`src/bus_mon_defs.svh`:
```
// Bus monitor constants: counter width, sync depth, register map, reset thresholds
`ifndef BUS_MON_DEFS_SVH
`define BUS_MON_DEFS_SVH

`define BUS_MON_TW          20     // Threshold and counter width
`define BUS_MON_SYNC_STAGES 2      // Flops per line synchronizer

`define BUS_MON_ADDR_CTRL    3'd0  // Enable and flag clears
`define BUS_MON_ADDR_T_FREE  3'd1  // Bus free threshold
`define BUS_MON_ADDR_T_AVAIL 3'd2  // Bus available threshold
`define BUS_MON_ADDR_T_IDLE  3'd3  // Bus idle threshold
`define BUS_MON_ADDR_STATUS  3'd4  // Read-only status

`define BUS_MON_T_FREE_RST  20'd4
`define BUS_MON_T_AVAIL_RST 20'd10
`define BUS_MON_T_IDLE_RST  20'd20

`endif

```
`src/bus_mon_pkg.sv`:
```
// Bus monitor package with line event, timing, bus condition and register write types
`include "bus_mon_defs.svh"

package bus_mon_pkg;

  // Synchronized line view plus one-cycle condition pulses
  typedef struct packed {
    logic scl;        // Synced SCL level
    logic sda;        // Synced SDA level
    logic start_det;  // SDA fall with SCL high
    logic stop_det;   // SDA rise with SCL high
    logic edge_det;   // Any change on either line
  } line_event_t;

  // Programmable thresholds, in clock cycles
  typedef struct packed {
    logic [`BUS_MON_TW-1:0] t_free;   // Free after STOP
    logic [`BUS_MON_TW-1:0] t_avail;  // Sustained free
    logic [`BUS_MON_TW-1:0] t_idle;   // Long idle
  } bus_timing_t;

  typedef struct packed {
    logic busy;   // None of the below
    logic free;
    logic avail;
    logic idle;
  } bus_cond_t;

  // CTRL register layout, enable in bit 0
  typedef struct packed {
    logic [28:0] pad;
    logic        clr_stop;   // Write one clears stop flag
    logic        clr_start;  // Write one clears start flag
    logic        en;         // Monitor enable
  } csr_ctrl_t;

  // Threshold register layout, value in low bits
  typedef struct packed {
    logic [31-`BUS_MON_TW:0] pad;
    logic [`BUS_MON_TW-1:0]  thr;
  } csr_timing_t;

  // Write word, view picked by address
  typedef union packed {
    csr_ctrl_t   ctrl;
    csr_timing_t timing;
  } csr_wdata_u;

endpackage

```
`src/bus_line_sync.sv`:
```
// Line synchronizer for SCL/SDA with registered edge, START and STOP detection
`timescale 1ns/1ps
`include "bus_mon_defs.svh"

module bus_line_sync (
  input  logic                     clk_i,
  input  logic                     rst_ni,
  input  logic                     scl_i,   // Raw SCL pin
  input  logic                     sda_i,   // Raw SDA pin
  output bus_mon_pkg::line_event_t line_o
);

  localparam int n_stages = `BUS_MON_SYNC_STAGES;

  logic [n_stages-1:0] scl_sync_q;  // Shift in at bit 0
  logic [n_stages-1:0] sda_sync_q;
  logic                scl_s;       // Synced levels
  logic                sda_s;
  logic                scl_prev_q;  // Levels one cycle back
  logic                sda_prev_q;
  logic                start_q;
  logic                stop_q;
  logic                edge_q;

  // Idle bus is high, so sync chain resets to ones
  always_ff @(posedge clk_i or negedge rst_ni) begin : proc_sync
    if (!rst_ni) begin
      scl_sync_q <= '1;
      sda_sync_q <= '1;
    end else begin
      scl_sync_q <= {scl_sync_q[n_stages-2:0], scl_i};
      sda_sync_q <= {sda_sync_q[n_stages-2:0], sda_i};
    end
  end

  assign scl_s = scl_sync_q[n_stages-1];
  assign sda_s = sda_sync_q[n_stages-1];

  // Third edge: compare with previous levels, register pulses
  always_ff @(posedge clk_i or negedge rst_ni) begin : proc_edge
    if (!rst_ni) begin
      scl_prev_q <= 1'b1;
      sda_prev_q <= 1'b1;
      start_q    <= 1'b0;
      stop_q     <= 1'b0;
      edge_q     <= 1'b0;
    end else begin
      scl_prev_q <= scl_s;
      sda_prev_q <= sda_s;
      start_q    <= scl_s & scl_prev_q & sda_prev_q & ~sda_s;  // SDA fall, SCL held high
      stop_q     <= scl_s & scl_prev_q & ~sda_prev_q & sda_s;  // SDA rise, SCL held high
      edge_q     <= (scl_s ^ scl_prev_q) | (sda_s ^ sda_prev_q);
    end
  end

  // Levels taken from prev regs so they line up with the pulses
  assign line_o.scl       = scl_prev_q;
  assign line_o.sda       = sda_prev_q;
  assign line_o.start_det = start_q;
  assign line_o.stop_det  = stop_q;
  assign line_o.edge_det  = edge_q;

endmodule

```
`src/bus_timers.sv`:
```
// Bus condition timer counting quiet-bus cycles against free, available and idle thresholds
`timescale 1ns/1ps
`include "bus_mon_defs.svh"

module bus_timers (
  input  logic                     clk_i,
  input  logic                     rst_ni,
  input  logic                     enable_i,           // Quiet bus, monitor on
  input  logic                     restart_counter_i,  // Any line edge
  input  bus_mon_pkg::bus_timing_t timing_i,
  output bus_mon_pkg::bus_cond_t   cond_o
);

  logic [`BUS_MON_TW-1:0] count_q;   // Cycles of sustained quiet
  logic                   enable_q;
  logic                   free;
  logic                   avail;
  logic                   idle;

  // Registered enable; idle stops the count so it cannot wrap
  always_ff @(posedge clk_i or negedge rst_ni) begin : proc_enable
    if (!rst_ni) begin
      enable_q <= 1'b0;
    end else begin
      enable_q <= enable_i & ~idle;
    end
  end

  always_ff @(posedge clk_i or negedge rst_ni) begin : proc_count
    if (!rst_ni) begin
      count_q <= '0;
    end else if (restart_counter_i) begin
      count_q <= '0;                // Restart wins over counting
    end else if (enable_q) begin
      count_q <= count_q + 1'b1;
    end
  end

  // Available is timed from start of the quiet period, not the STOP edge.
  // That only ever reports it late, which is the safe side for the bus.
  assign free  = (count_q >= timing_i.t_free);
  assign avail = (count_q >= timing_i.t_avail);
  assign idle  = (count_q >= timing_i.t_idle);

  assign cond_o.free  = free;
  assign cond_o.avail = avail;
  assign cond_o.idle  = idle;
  assign cond_o.busy  = ~(free | avail | idle);  // Busy until first threshold

endmodule

```
`src/bus_mon_ctrl.sv`:
```
// Bus monitor control: transfer tracking, timer gating and sticky START/STOP flags
`timescale 1ns/1ps

module bus_mon_ctrl (
  input  logic                     clk_i,
  input  logic                     rst_ni,
  input  bus_mon_pkg::line_event_t line_i,
  input  logic                     mon_en_i,      // From CTRL register
  input  logic                     clr_start_i,   // Write-one-clear pulses
  input  logic                     clr_stop_i,
  input  bus_mon_pkg::bus_cond_t   cond_i,        // Raw timer result
  output logic                     count_en_o,
  output logic                     restart_o,
  output logic                     start_seen_o,
  output logic                     stop_seen_o,
  output bus_mon_pkg::bus_cond_t   cond_o         // Published condition
);

  logic xfer_open_q;   // Between START and STOP
  logic start_seen_q;
  logic stop_seen_q;

  always_ff @(posedge clk_i or negedge rst_ni) begin : proc_xfer
    if (!rst_ni) begin
      xfer_open_q <= 1'b0;
    end else if (line_i.start_det) begin
      xfer_open_q <= 1'b1;          // Also covers repeated START
    end else if (line_i.stop_det) begin
      xfer_open_q <= 1'b0;
    end
  end

  // Sticky flags, a new event beats a clear in the same cycle
  always_ff @(posedge clk_i or negedge rst_ni) begin : proc_sticky
    if (!rst_ni) begin
      start_seen_q <= 1'b0;
      stop_seen_q  <= 1'b0;
    end else begin
      if (line_i.start_det) begin
        start_seen_q <= 1'b1;
      end else if (clr_start_i) begin
        start_seen_q <= 1'b0;
      end
      if (line_i.stop_det) begin
        stop_seen_q <= 1'b1;
      end else if (clr_stop_i) begin
        stop_seen_q <= 1'b0;
      end
    end
  end

  assign start_seen_o = start_seen_q;
  assign stop_seen_o  = stop_seen_q;

  // Count only with both lines high and no transfer open
  assign count_en_o = mon_en_i & ~xfer_open_q & line_i.scl & line_i.sda;
  assign restart_o  = line_i.edge_det;  // Any edge means bus activity

  // Open transfer forces busy and masks the timer flags
  always_comb begin
    cond_o = cond_i;
    if (xfer_open_q) begin
      cond_o.busy  = 1'b1;
      cond_o.free  = 1'b0;
      cond_o.avail = 1'b0;
      cond_o.idle  = 1'b0;
    end
  end

endmodule

```
`src/bus_mon_csr.sv`:
```
// Bus monitor registers: enable, thresholds, flag clears and registered read data
`timescale 1ns/1ps
`include "bus_mon_defs.svh"

module bus_mon_csr (
  input  logic                     clk_i,
  input  logic                     rst_ni,
  input  logic                     csr_we_i,
  input  logic                     csr_re_i,
  input  logic [2:0]               csr_addr_i,
  input  bus_mon_pkg::csr_wdata_u  csr_wdata_i,
  output logic [31:0]              csr_rdata_o,   // Valid cycle after csr_re_i
  input  logic                     start_seen_i,
  input  logic                     stop_seen_i,
  input  bus_mon_pkg::bus_cond_t   cond_i,
  output logic                     mon_en_o,
  output logic                     clr_start_o,
  output logic                     clr_stop_o,
  output bus_mon_pkg::bus_timing_t timing_o
);

  localparam int pad_w = 32 - `BUS_MON_TW;  // Zero fill on threshold reads

  bus_mon_pkg::bus_timing_t timing_q;
  logic                     mon_en_q;
  logic                     clr_start_q;  // One-cycle clear pulses
  logic                     clr_stop_q;
  logic                     wr_ctrl;
  logic [31:0]              rdata_d;
  logic [31:0]              rdata_q;

  assign wr_ctrl = csr_we_i & (csr_addr_i == `BUS_MON_ADDR_CTRL);

  always_ff @(posedge clk_i or negedge rst_ni) begin : proc_write
    if (!rst_ni) begin
      mon_en_q         <= 1'b0;
      clr_start_q      <= 1'b0;
      clr_stop_q       <= 1'b0;
      timing_q.t_free  <= `BUS_MON_T_FREE_RST;
      timing_q.t_avail <= `BUS_MON_T_AVAIL_RST;
      timing_q.t_idle  <= `BUS_MON_T_IDLE_RST;
    end else begin
      clr_start_q <= wr_ctrl & csr_wdata_i.ctrl.clr_start;
      clr_stop_q  <= wr_ctrl & csr_wdata_i.ctrl.clr_stop;
      if (csr_we_i) begin
        case (csr_addr_i)
          `BUS_MON_ADDR_CTRL:    mon_en_q         <= csr_wdata_i.ctrl.en;
          `BUS_MON_ADDR_T_FREE:  timing_q.t_free  <= csr_wdata_i.timing.thr;
          `BUS_MON_ADDR_T_AVAIL: timing_q.t_avail <= csr_wdata_i.timing.thr;
          `BUS_MON_ADDR_T_IDLE:  timing_q.t_idle  <= csr_wdata_i.timing.thr;
          default: ;                                  // STATUS is read-only
        endcase
      end
    end
  end

  // STATUS bits: 0 busy, 1 free, 2 avail, 3 idle, 4 start_seen, 5 stop_seen
  always_comb begin
    case (csr_addr_i)
      `BUS_MON_ADDR_CTRL:    rdata_d = {31'b0, mon_en_q};
      `BUS_MON_ADDR_T_FREE:  rdata_d = {{pad_w{1'b0}}, timing_q.t_free};
      `BUS_MON_ADDR_T_AVAIL: rdata_d = {{pad_w{1'b0}}, timing_q.t_avail};
      `BUS_MON_ADDR_T_IDLE:  rdata_d = {{pad_w{1'b0}}, timing_q.t_idle};
      `BUS_MON_ADDR_STATUS:  rdata_d = {26'b0, stop_seen_i, start_seen_i,
                                        cond_i.idle, cond_i.avail, cond_i.free, cond_i.busy};
      default:               rdata_d = 32'b0;  // Unmapped
    endcase
  end

  always_ff @(posedge clk_i or negedge rst_ni) begin : proc_read
    if (!rst_ni) begin
      rdata_q <= 32'b0;
    end else if (csr_re_i) begin
      rdata_q <= rdata_d;  // Held until next read
    end
  end

  assign csr_rdata_o = rdata_q;
  assign mon_en_o    = mon_en_q;
  assign clr_start_o = clr_start_q;
  assign clr_stop_o  = clr_stop_q;
  assign timing_o    = timing_q;

endmodule

```
`src/bus_mon_top.sv`:
```
// Bus condition monitor top level joining line sync, control, timers and registers
`timescale 1ns/1ps

module bus_mon_top (
  input  logic                   clk_i,
  input  logic                   rst_ni,
  input  logic                   scl_i,
  input  logic                   sda_i,
  input  logic                   csr_we_i,
  input  logic                   csr_re_i,
  input  logic [2:0]             csr_addr_i,
  input  logic [31:0]            csr_wdata_i,
  output logic [31:0]            csr_rdata_o,
  output bus_mon_pkg::bus_cond_t bus_cond_o
);

  bus_mon_pkg::line_event_t line;         // Sync to ctrl
  bus_mon_pkg::bus_timing_t timing;       // CSR to timers
  bus_mon_pkg::bus_cond_t   raw_cond;     // Timers to ctrl
  bus_mon_pkg::csr_wdata_u  wdata_u;
  logic                     mon_en;
  logic                     clr_start;
  logic                     clr_stop;
  logic                     count_en;
  logic                     restart;
  logic                     start_seen;
  logic                     stop_seen;

  assign wdata_u = csr_wdata_i;  // Reinterpret as register write word

  bus_line_sync u_line_sync (
    .clk_i  (clk_i),
    .rst_ni (rst_ni),
    .scl_i  (scl_i),
    .sda_i  (sda_i),
    .line_o (line)
  );

  bus_mon_ctrl u_ctrl (
    .clk_i        (clk_i),
    .rst_ni       (rst_ni),
    .line_i       (line),
    .mon_en_i     (mon_en),
    .clr_start_i  (clr_start),
    .clr_stop_i   (clr_stop),
    .cond_i       (raw_cond),
    .count_en_o   (count_en),
    .restart_o    (restart),
    .start_seen_o (start_seen),
    .stop_seen_o  (stop_seen),
    .cond_o       (bus_cond_o)
  );

  bus_timers u_timers (
    .clk_i             (clk_i),
    .rst_ni            (rst_ni),
    .enable_i          (count_en),
    .restart_counter_i (restart),
    .timing_i          (timing),
    .cond_o            (raw_cond)
  );

  bus_mon_csr u_csr (
    .clk_i        (clk_i),
    .rst_ni       (rst_ni),
    .csr_we_i     (csr_we_i),
    .csr_re_i     (csr_re_i),
    .csr_addr_i   (csr_addr_i),
    .csr_wdata_i  (wdata_u),
    .csr_rdata_o  (csr_rdata_o),
    .start_seen_i (start_seen),
    .stop_seen_i  (stop_seen),
    .cond_i       (bus_cond_o),   // Masked view for STATUS
    .mon_en_o     (mon_en),
    .clr_start_o  (clr_start),
    .clr_stop_o   (clr_stop),
    .timing_o     (timing)
  );

endmodule

```
`config.mk`:
```
export PLATFORM = sky130hd
export DESIGN_NAME = bus_mon_top
export DESIGN_NICKNAME = d
export VERILOG_FILES = /design/src/bus_mon_pkg.sv /design/src/bus_line_sync.sv /design/src/bus_timers.sv /design/src/bus_mon_ctrl.sv /design/src/bus_mon_csr.sv /design/src/bus_mon_top.sv
export VERILOG_INCLUDE_DIRS = /design/src /design/src/src
export SDC_FILE = /design/constraint.sdc
export NUM_CORES = 1
export LEC_CHECK = 0
export ABC_AREA = 1
export BUFFER_PORTS_ARGS = -buffer_cell sky130_fd_sc_hd__buf_4
export CAP_MARGIN = 20
export CORE_UTILIZATION = 63
export DETAILED_ROUTE_END_ITERATION = 12
export GPL_ROUTABILITY_DRIVEN = 0
export GPL_TIMING_DRIVEN = 1
export MAX_ROUTING_LAYER = met4
export PLACE_DENSITY = 0.85
export RECOVER_POWER = 25
export SLEW_MARGIN = 20
export SYNTH_ARGS = -nofsm -noshare
export SYNTH_HDL_FRONTEND = slang
export SYNTH_SLANG_ARGS = --single-unit
```
`constraint.sdc`:
```
create_clock -name clk_i -period 4.2 [get_ports clk_i]
set_input_delay 0.42 -clock clk_i [delete_from_list [all_inputs] [get_ports clk_i]]
set_output_delay 0.42 -clock clk_i [all_outputs]
set_load 0.03 [all_outputs]
```
==> results of run 1 <==
cell usage after synthesis, types with 3 or more instances:
library cell | instances | share of area, %
sky130_fd_sc_hd__clkbuf_1 | 17 | 0.97
sky130_fd_sc_hd__nand2_1 | 227 | 13
sky130_fd_sc_hd__nor2_1 | 41 | 2.3
sky130_fd_sc_hd__nor3_4 | 3 | 0.74
sky130_fd_sc_hd__buf_4 | 12 | 1.4
sky130_fd_sc_hd__dfstp_2 | 11 | 4.4
sky130_fd_sc_hd__inv_1 | 136 | 7.8
sky130_fd_sc_hd__dfrtp_1 | 105 | 40
sky130_fd_sc_hd__ha_1 | 62 | 12
sky130_fd_sc_hd__a21o_1 | 3 | 0.34
sky130_fd_sc_hd__a21oi_1 | 50 | 3.8
sky130_fd_sc_hd__o22ai_1 | 14 | 1.3
sky130_fd_sc_hd__nand3_1 | 11 | 0.84
sky130_fd_sc_hd__o21ai_0 | 92 | 7.0
sky130_fd_sc_hd__nor3_1 | 11 | 0.84
sky130_fd_sc_hd__nand4_1 | 10 | 0.95
routing by layer:
metal	wire length (um)	GRT usage, %	vias to the layer above
met3	1160	8.46	50
li1	-	-	2748
met2	8050	53.3	253
met1	6530	39.1	2741
met5	0	-	-
met4	531	17.2	0
worst max-delay path, cell delays in order (launching register included):
cell and delay, ns:
sky130_fd_sc_hd__dfrtp_1 0.48, sky130_fd_sc_hd__ha_1 0.35, sky130_fd_sc_hd__nand2_1 0.06, sky130_fd_sc_hd__nor2_1 0.20, sky130_fd_sc_hd__nand2_1 0.11, sky130_fd_sc_hd__nor2_1 0.13
sky130_fd_sc_hd__nand2_1 0.07, sky130_fd_sc_hd__nand4_1 0.20, sky130_fd_sc_hd__nand2_1 0.10, sky130_fd_sc_hd__inv_1 0.11, sky130_fd_sc_hd__nor3_1 0.06, sky130_fd_sc_hd__buf_4 0.17
report_power, final:
part	total (mW)	switching [mW]	internal, mW	leakage, nW
logic	0.605	0.395	0.209	2.34
registers	1.37	0.104	1.27	1.48
clock network	1.57	0.528	1.04	0.308
total	3.54	1.03	2.52	4.13
cell type report:
cell class | instances | area (sq um)
fill | 689 | 2260
timing repair buffer | 59 | 445
tap | 133 | 166
inverter | 136 | 510
sequential | 116 | 2920
clock inverter | 13 | 206
clock buffer | 19 | 432
multi-input combinational | 554 | 3020
registers in the layout (all words and copies together), names as in the netlist, 2 cells and up:
name and count:
u_csr.timing_o 60, u_csr.csr_rdata_o 20, u_timers.count_q 20, u_line_sync.scl_sync_q 2, u_line_sync.sda_sync_q 2
logic make-up (layout without fill, tap and decap cells):
group           count (synthesis)  in the layout  share of synthesized area (%)
simple gates                  312            312                           19.9
flops                         116            116                           44.4
buf+inv                       167            227                           10.2
compound gates                168            168                           13.6
other cells                     1             12                         0.0571
fa+ha+maj                      62             62                           11.8
what timing repair did:
action | CTS | global route
setup buffers | 0 | 0
gates resized for setup | 0 | 0
hold endpoints to repair | 2 | 0
hold buffers | 2 | 0
worst paths after layout:
path	start	end	slack [ns]
hold / removal	csr_re_i	u_csr.csr_rdata_o[3]	0.13
setup / recovery	u_timers.count_q[13]	bus_cond_o[3]	1.18
setup reg to reg	u_timers.count_q[13]	u_csr.csr_rdata_o[3]	2.06
hold reg to reg	u_line_sync.scl_sync_q[0]	u_line_sync.scl_sync_q[1]	0.36
min in group asynchronous	rst_ni	u_csr.csr_rdata_o[11]	0.47
max in group asynchronous	rst_ni	u_csr.timing_o[21]	2.34
==> impl.org, run 1 <==
** Clock tree
- Clock network latency to the later pin of the worst-skew pair :: ~0.55 ns
- Clock slew at reported path FFs :: about 0.06 ns
- Clk Tree Root Cell :: sky130_fd_sc_hd__clkbuf_8
- In this run the number of H-tree levels came out at 4.
- For this design, the sink count on the clock tree is around 120.
- Total clock buffers created by CTS :: 17
- Counting along the longest clock path gives a buffer depth of 2.
- TritonCTS built the clock tree.

** Routing
- After detailed routing, the average wire length per cell comes to about 16 um.
- The pre-antenna-repair detailed-routing pass consisted of 6 iterations.
- In this run the remaining antenna-violating nets after routing total 0.
- Total via count in the routed design :: roughly 5800
- Summed over all layers, the routed wires come to 16300 um.
- Iter 0 DRT Violations :: 368
- After detailed routing, the number of remaining DRC violations is 0.
- Detail-routed via count per cell :: around 5.6

** Floorplan
- Die height :: about 100 um
- Initial Utilization :: around 66%
- The die is approximately 100 um wide.
- 77 I/O pins were placed.
- Core Rows :: 36
- The floorplan step defined a core boundary enclosing 9950 sq um.
- Total die area :: between 10000 and 15000 sq um

** Critical path
- Type of destination of the critical path :: output port
- Measured in cells, the most critical reg-to-reg path has a length of 13.
- STA puts the critical path data required time at around 3.8 ns.
- Crit-path max FO :: 8
- The critical path in this run is classified as register to output port.
- Launching element type of the critical path :: register
- Data on the critical path arrives at its endpoint at 2.60 ns.

** Timing
- Final min period :: 3.02 ns
- Setup violations remaining at the end of the flow were counted as 0.
- Top achievable clock speed :: about 0.33 GHz
- Setup repair after global routing missed its margin :: false
- The final max-slew violation count is 89.
- Clock tree skew after final layout :: between 0.006 and 0.007 ns
- Worst hold slack :: 0.131 ns
- Slew at the pin closest to its max-slew limit :: roughly 2.1 ns
- After layout, the worst path uses 71.9% of the clock period.
- Setup TNS Final :: 0 ns
- The worst pin sits at a relative slew slack of -42.9%.
- Worst path setup slack after routing :: roughly 1.2 ns
- The hold violation count in the final report is 0.

** Worst hold path
- Count of cells along the worst hold path :: 3
- In this run the worst hold path is classified as primary input to register.

** Global route
- Overall track demand over capacity in global routing :: roughly a third
- For this run the aggregate overflow at the end of global routing stands at 0.
- Wire length of the first global-routing pass :: about 27000 um
- Maximum number of pins on one net before global-route repair :: between 80 and 90
- Initial antenna violation count :: 0
- Vias in the first global route :: 5745

** Placement
- DPL Wire Length :: between 10000 and 15000 um
- Prior to clock tree synthesis, the placed netlist has a worst setup slack of 1.48 ns.
- Port buffering added 52 buffers.
- Instance area at placement :: roughly 7000 sq um
- Once placement completed, the tool counted placed cells totaling 996.

** Layout
- Final core utilization :: around 77%
- Share of post-route cells with drive strength above 1 :: 11.9%
- The net count of the finished layout is 987.
- Leading cell type in the layout, fill and taps excluded :: sky130_fd_sc_hd__nand2_1
- The area growth from synthesis to layout is 17.2%.
- In the layout the commonest cells are sky130_fd_sc_hd__nand2_1 (227), sky130_fd_sc_hd__inv_1 (136), sky130_fd_sc_hd__dfrtp_1 (105), sky130_fd_sc_hd__o21ai_0 (92), sky130_fd_sc_hd__ha_1 (62).
- Number of antenna diodes :: 0
- Number of standard cells in the layout, taps in and fillers out :: roughly 1000
- Final instance area :: roughly 7700 sq um

** Power and ir drop
- Post-layout total power :: about 3.5 mW
- Leakage :: roughly 4.1 nW
- Peak ir drop on the vdd network :: roughly 0.35 mV
- Pwr Density :: about 460 nW/um^2

** Synth
- Number of instances in the synthesized netlist :: 826
- Avg Synthesized Cell Area :: about 8.0 sq um
- Fraction of synthesis flops using an asynchronous set or reset pin :: 100%
- For this run, the number of Yosys warnings is 0.
- Sequential elements use 44.4% of the synthesized area.
- Yosys mapped the design onto 34 distinct sky130hd cell types.
- Among all flip-flop cells after synthesis, the most frequent one is sky130_fd_sc_hd__dfrtp_1.
- In this run, synthesis inferred 0 flip-flops with an integrated enable.
- Synthesis inferred roughly 120 register bits.
- Summing every instance area after synthesis gives 6570 sq um.

** Run status
- The run finished, with violations left.
- Violated checks :: max-capacitance violations, max-slew violations

** Flow run
- Max-cap violations in this run came to 1.
No activity file was read; power rests on OpenSTA's default activity.
==> run 2, diff against run 1 <==
- CORE_UTILIZATION: 63 -> 59
- PLACE_DENSITY: 0.85 -> 0.81
- clock period: 4.2 -> 3 ns (I/O delays scaled with it)
==> run 2 against run 1 <==
Non-clock buffer count is 8 higher. Cell area up 0.33%. Cell count grew 1.5%. Power rose by 36%. Critical endpoint unchanged. Clock skew increased by 0.0012 ns. Hold slack worse by 0.10 ns. Clock power rose by 30%. Sequential share of layout area shrank 0.11 points. Sequential cell count is the same. Sequential power rose by 40%. The run still ends with max-capacitance violations, max-slew violations left. Global-route usage is 1.6 points lower. Critical path depth decreased by 2.
==> impl.org, run 2 (synthesis gave the netlist of run 1 again) <==
** Run status
- The flow ran to the end, but the final reports show violations.
- The checks that failed: max-capacitance violations, max-slew violations.

** Routing
- The per-cell routed wire length is 15.5 um (-2.1%).
- Count of unresolved DRC violations after routing :: 0 (unchanged)
- Total via count in the routed design :: 5739 (-0.92%)
- The total length of routed wires was 16200 um (-0.67%).
- The vias per cell was 5.49 (-2.3%).
- Number of nets still failing antenna checks after routing :: 0 (unchanged)
- TritonRoute pass-1 iters :: 5 (-1)
- Iter 0 DRT Violations :: 378 (+2.7%)

** Clock tree
- Total clock buffers created by CTS :: 17 (unchanged)
- Clock Path Buffers :: 2 (unchanged)
- Clock slew at reported path FFs :: 0.06 ns (about the same)
- The maximum level of the CTS H-tree was 4 (unchanged).
- TritonCTS built the clock tree.
- The root buffer cell chosen for the clock tree is sky130_fd_sc_hd__clkbuf_8.
- TritonCTS sink count :: 116 (unchanged)
- The clock latency reported for the late side of the worst-skew pair came to 0.53 ns (-0.02 ns).

** Timing
- The final max-slew violation count came to 68 (-24%).
- Slew at the pin closest to its max-slew limit :: 1.65 ns (-0.493 ns)
- The worst path in the final design needs a cycle of between 2 and 3 ns, including I/O delays and setup.
- The tightest hold margin is 0.0290 ns (-0.102 ns).
- Slew margin rel. :: -10.1% (+33 points)
- The setup TNS came to 0 ns (unchanged).
- Final clock period utilization by the worst path :: 96.1%
- Setup repair after global routing left no endpoint under its margin.
- The hold violation count in the final report is 0 (unchanged).
- Number of setup violations in the final report :: 0 (unchanged)
- The final setup skew came to 0.00749 ns (+0.00117 ns).
- Top achievable clock speed :: 0.347 GHz

** Worst hold path
- Count of cells along the worst hold path :: 3 (unchanged)
- Classification of the worst-slack hold path :: primary input to register
- The worst hold path begins at csr_re_i.
- The path with the worst hold slack has its endpoint at u_csr.csr_rdata_o[1].

** Floorplan
- The area inside the core boundary was 10800 sq um (+8.9%).
- Number of I/O pins :: 77 (unchanged)
- The horizontal die dimension was 108 um (+3.3%).
- The chip height was 108 um (+3.3%).
- Core Rows :: 38 (+5.6%)
- Total die area :: 11600 sq um (+6.6%)
- Initial Utilization :: 60.6% (-5.4 points)

** Layout
- Number of antenna diodes :: 0 (unchanged)
- Relative to the synthesized area, the layout overhead comes to 17.6%.
- The flip-flop count of the largest register, all copies and words added was 60 (unchanged).
- Leaving out fill and tap cells, the most frequent cell in the layout is sky130_fd_sc_hd__nand2_1.
- Filler cells :: 842 (+22%)
- The library cells used most frequently in the layout, excluding fill and tap cells, are sky130_fd_sc_hd__nand2_1 (227), sky130_fd_sc_hd__inv_1 (136), sky130_fd_sc_hd__dfrtp_1 (104), sky130_fd_sc_hd__o21ai_0 (92), sky130_fd_sc_hd__ha_1 (62).
- The ratio of cells with drive above 1 in the final layout was 12.3% (+0.34 points).
- Post-layout net count :: 995 (+0.81%)

** Critical path
- Worst path buffer plus inverter count :: 2 (unchanged)
- The biggest cell delay along the critical path was 0.46 ns (-0.02 ns).
- Crit-path max FO :: 7 (-1)
- Internal reg-to-reg setup slack :: 0.82 ns (-1.24 ns)
- CP Class :: register to output port
- Count of cells along the worst register-to-register path :: 13 (unchanged)
- Worst endpoint data arrival time :: 2.58 ns (-0.02 ns)
- The data required time at the worst endpoint came to 2.70 ns (-1.08 ns).
- Reg2reg end :: u_csr.csr_rdata_o[1]
- Launching element type of the critical path :: register
- For this design, the slowest cell found on the critical path is sky130_fd_sc_hd__dfrtp_1.
- The cell family contributing the most delay on the critical path is simple AND/OR/NAND/NOR gates.
- The critical path goes through ha_1 > a21oi_1 > nand2_1 > a21oi_1 > nand4_1 > nand2_1 > inv_1 > nor3_1 > buf_4.
- The worst register-to-register path begins at u_timers.count_q[18].
- STA classifies the critical path endpoint as an output port.

** Global route
- Remaining Overflow, GRT :: 0 (unchanged)
- The initial antenna violation count is 0 (unchanged).
- The global-route usage over all layers is 31.8% (-1.6 points).
- The wire length of the first global-routing pass is 26900 um (-0.69%).
- Maximum number of pins on one net before global-route repair :: 68 (-24%)
- Vias in the first global route :: 5878 (+2.3%)

** Power and ir drop
- Peak ir drop on the vdd network :: 0.674 mV (+94%)
- Leakage :: 4.11 nW (-0.33%)
- Pwr Density :: 624 nW/um^2 (+35%)

** Placement
- Count of port buffers added during placement :: 52 (unchanged)
- The placed wire-length estimate after detailed placement was 11700 um (+3.9%).

** Flow run
- The total of max-cap violations came to 1 (unchanged).
## run 2: layout make-up
class,instances,area (sq um),share of cell area [%]
Clock buffer,18,428,5.54
Clock inverter,14,179,2.32
Inverter,136,510,6.61
Multi-Input combinational cell,554,3020,39.1
Sequential cell,116,2920,37.8
Tap cell,140,175,2.27
Timing Repair Buffer,67,489,6.34
## run 2: report_power, final
| part | switching [mW] | internal (mW) | leakage (nW) |
|---|---|---|---|
| Sequential | 0.142 | 1.78 | 1.48 |
| Clock | 0.751 | 1.29 | 0.276 |
| Combinational | 0.557 | 0.296 | 2.36 |
## run 2: routing by layer
metal,GRT usage [%],vias up,wire length [um]
li1,-,2774,-
met1,37.9,2706,6710
met2,50.9,212,7950
met3,7.51,47,927
met4,15.6,0,577
met5,-,-,0
## run 2: tightest hold or removal path: cells and delay by family
| family | cells | cell delay [ns] |
|---|---|---|
| and+or+nand+nor | 2 | 0.11 |
| buffers and inverters | 1 | 0.12 |
## run 2: worst max path at each step
stage                                    start             to  cells past startpoint
final                     u_timers.count_q[15]  bus_cond_o[3]                      9
after global routing      u_timers.count_q[15]  bus_cond_o[3]                      9
after CTS                 u_timers.count_q[15]  bus_cond_o[3]                      9
after detailed placement  u_timers.count_q[15]  bus_cond_o[3]                      9
after global placement    u_timers.count_q[18]  bus_cond_o[3]                     11
after floorplan             u_csr.timing_o[23]  bus_cond_o[3]                      9
## run 2: what timing repair did
| action | CTS | global route |
|---|---|---|
| hold buffers | 3 | 0 |
| endpoints found under the hold margin | 66 | 0 |
| setup buffers | 0 | 0 |
| gates resized for setup | 0 | 2 |
| endpoints found under the setup margin | 0 | 2 |
## run 2: stage by stage
step | instances | cell area (sq um) | util (%) | total power [mW] | setup WS, ns
after detailed placement | 1010 | 7100 | 65.5 | 2.78 | 0.719
after global placement | 1010 | 7100 | 65.5 | 2.73 | 0.796
after CTS | 1045 | 7740 | 71.4 | 4.84 | 0.146
final | 1045 | 7720 | 71.2 | 4.82 | 0.118
after global routing | 1045 | 7720 | 71.2 | 5.04 | 0.0126
after floorplan | 837 | 6610 | - | 2.48 | 0.558
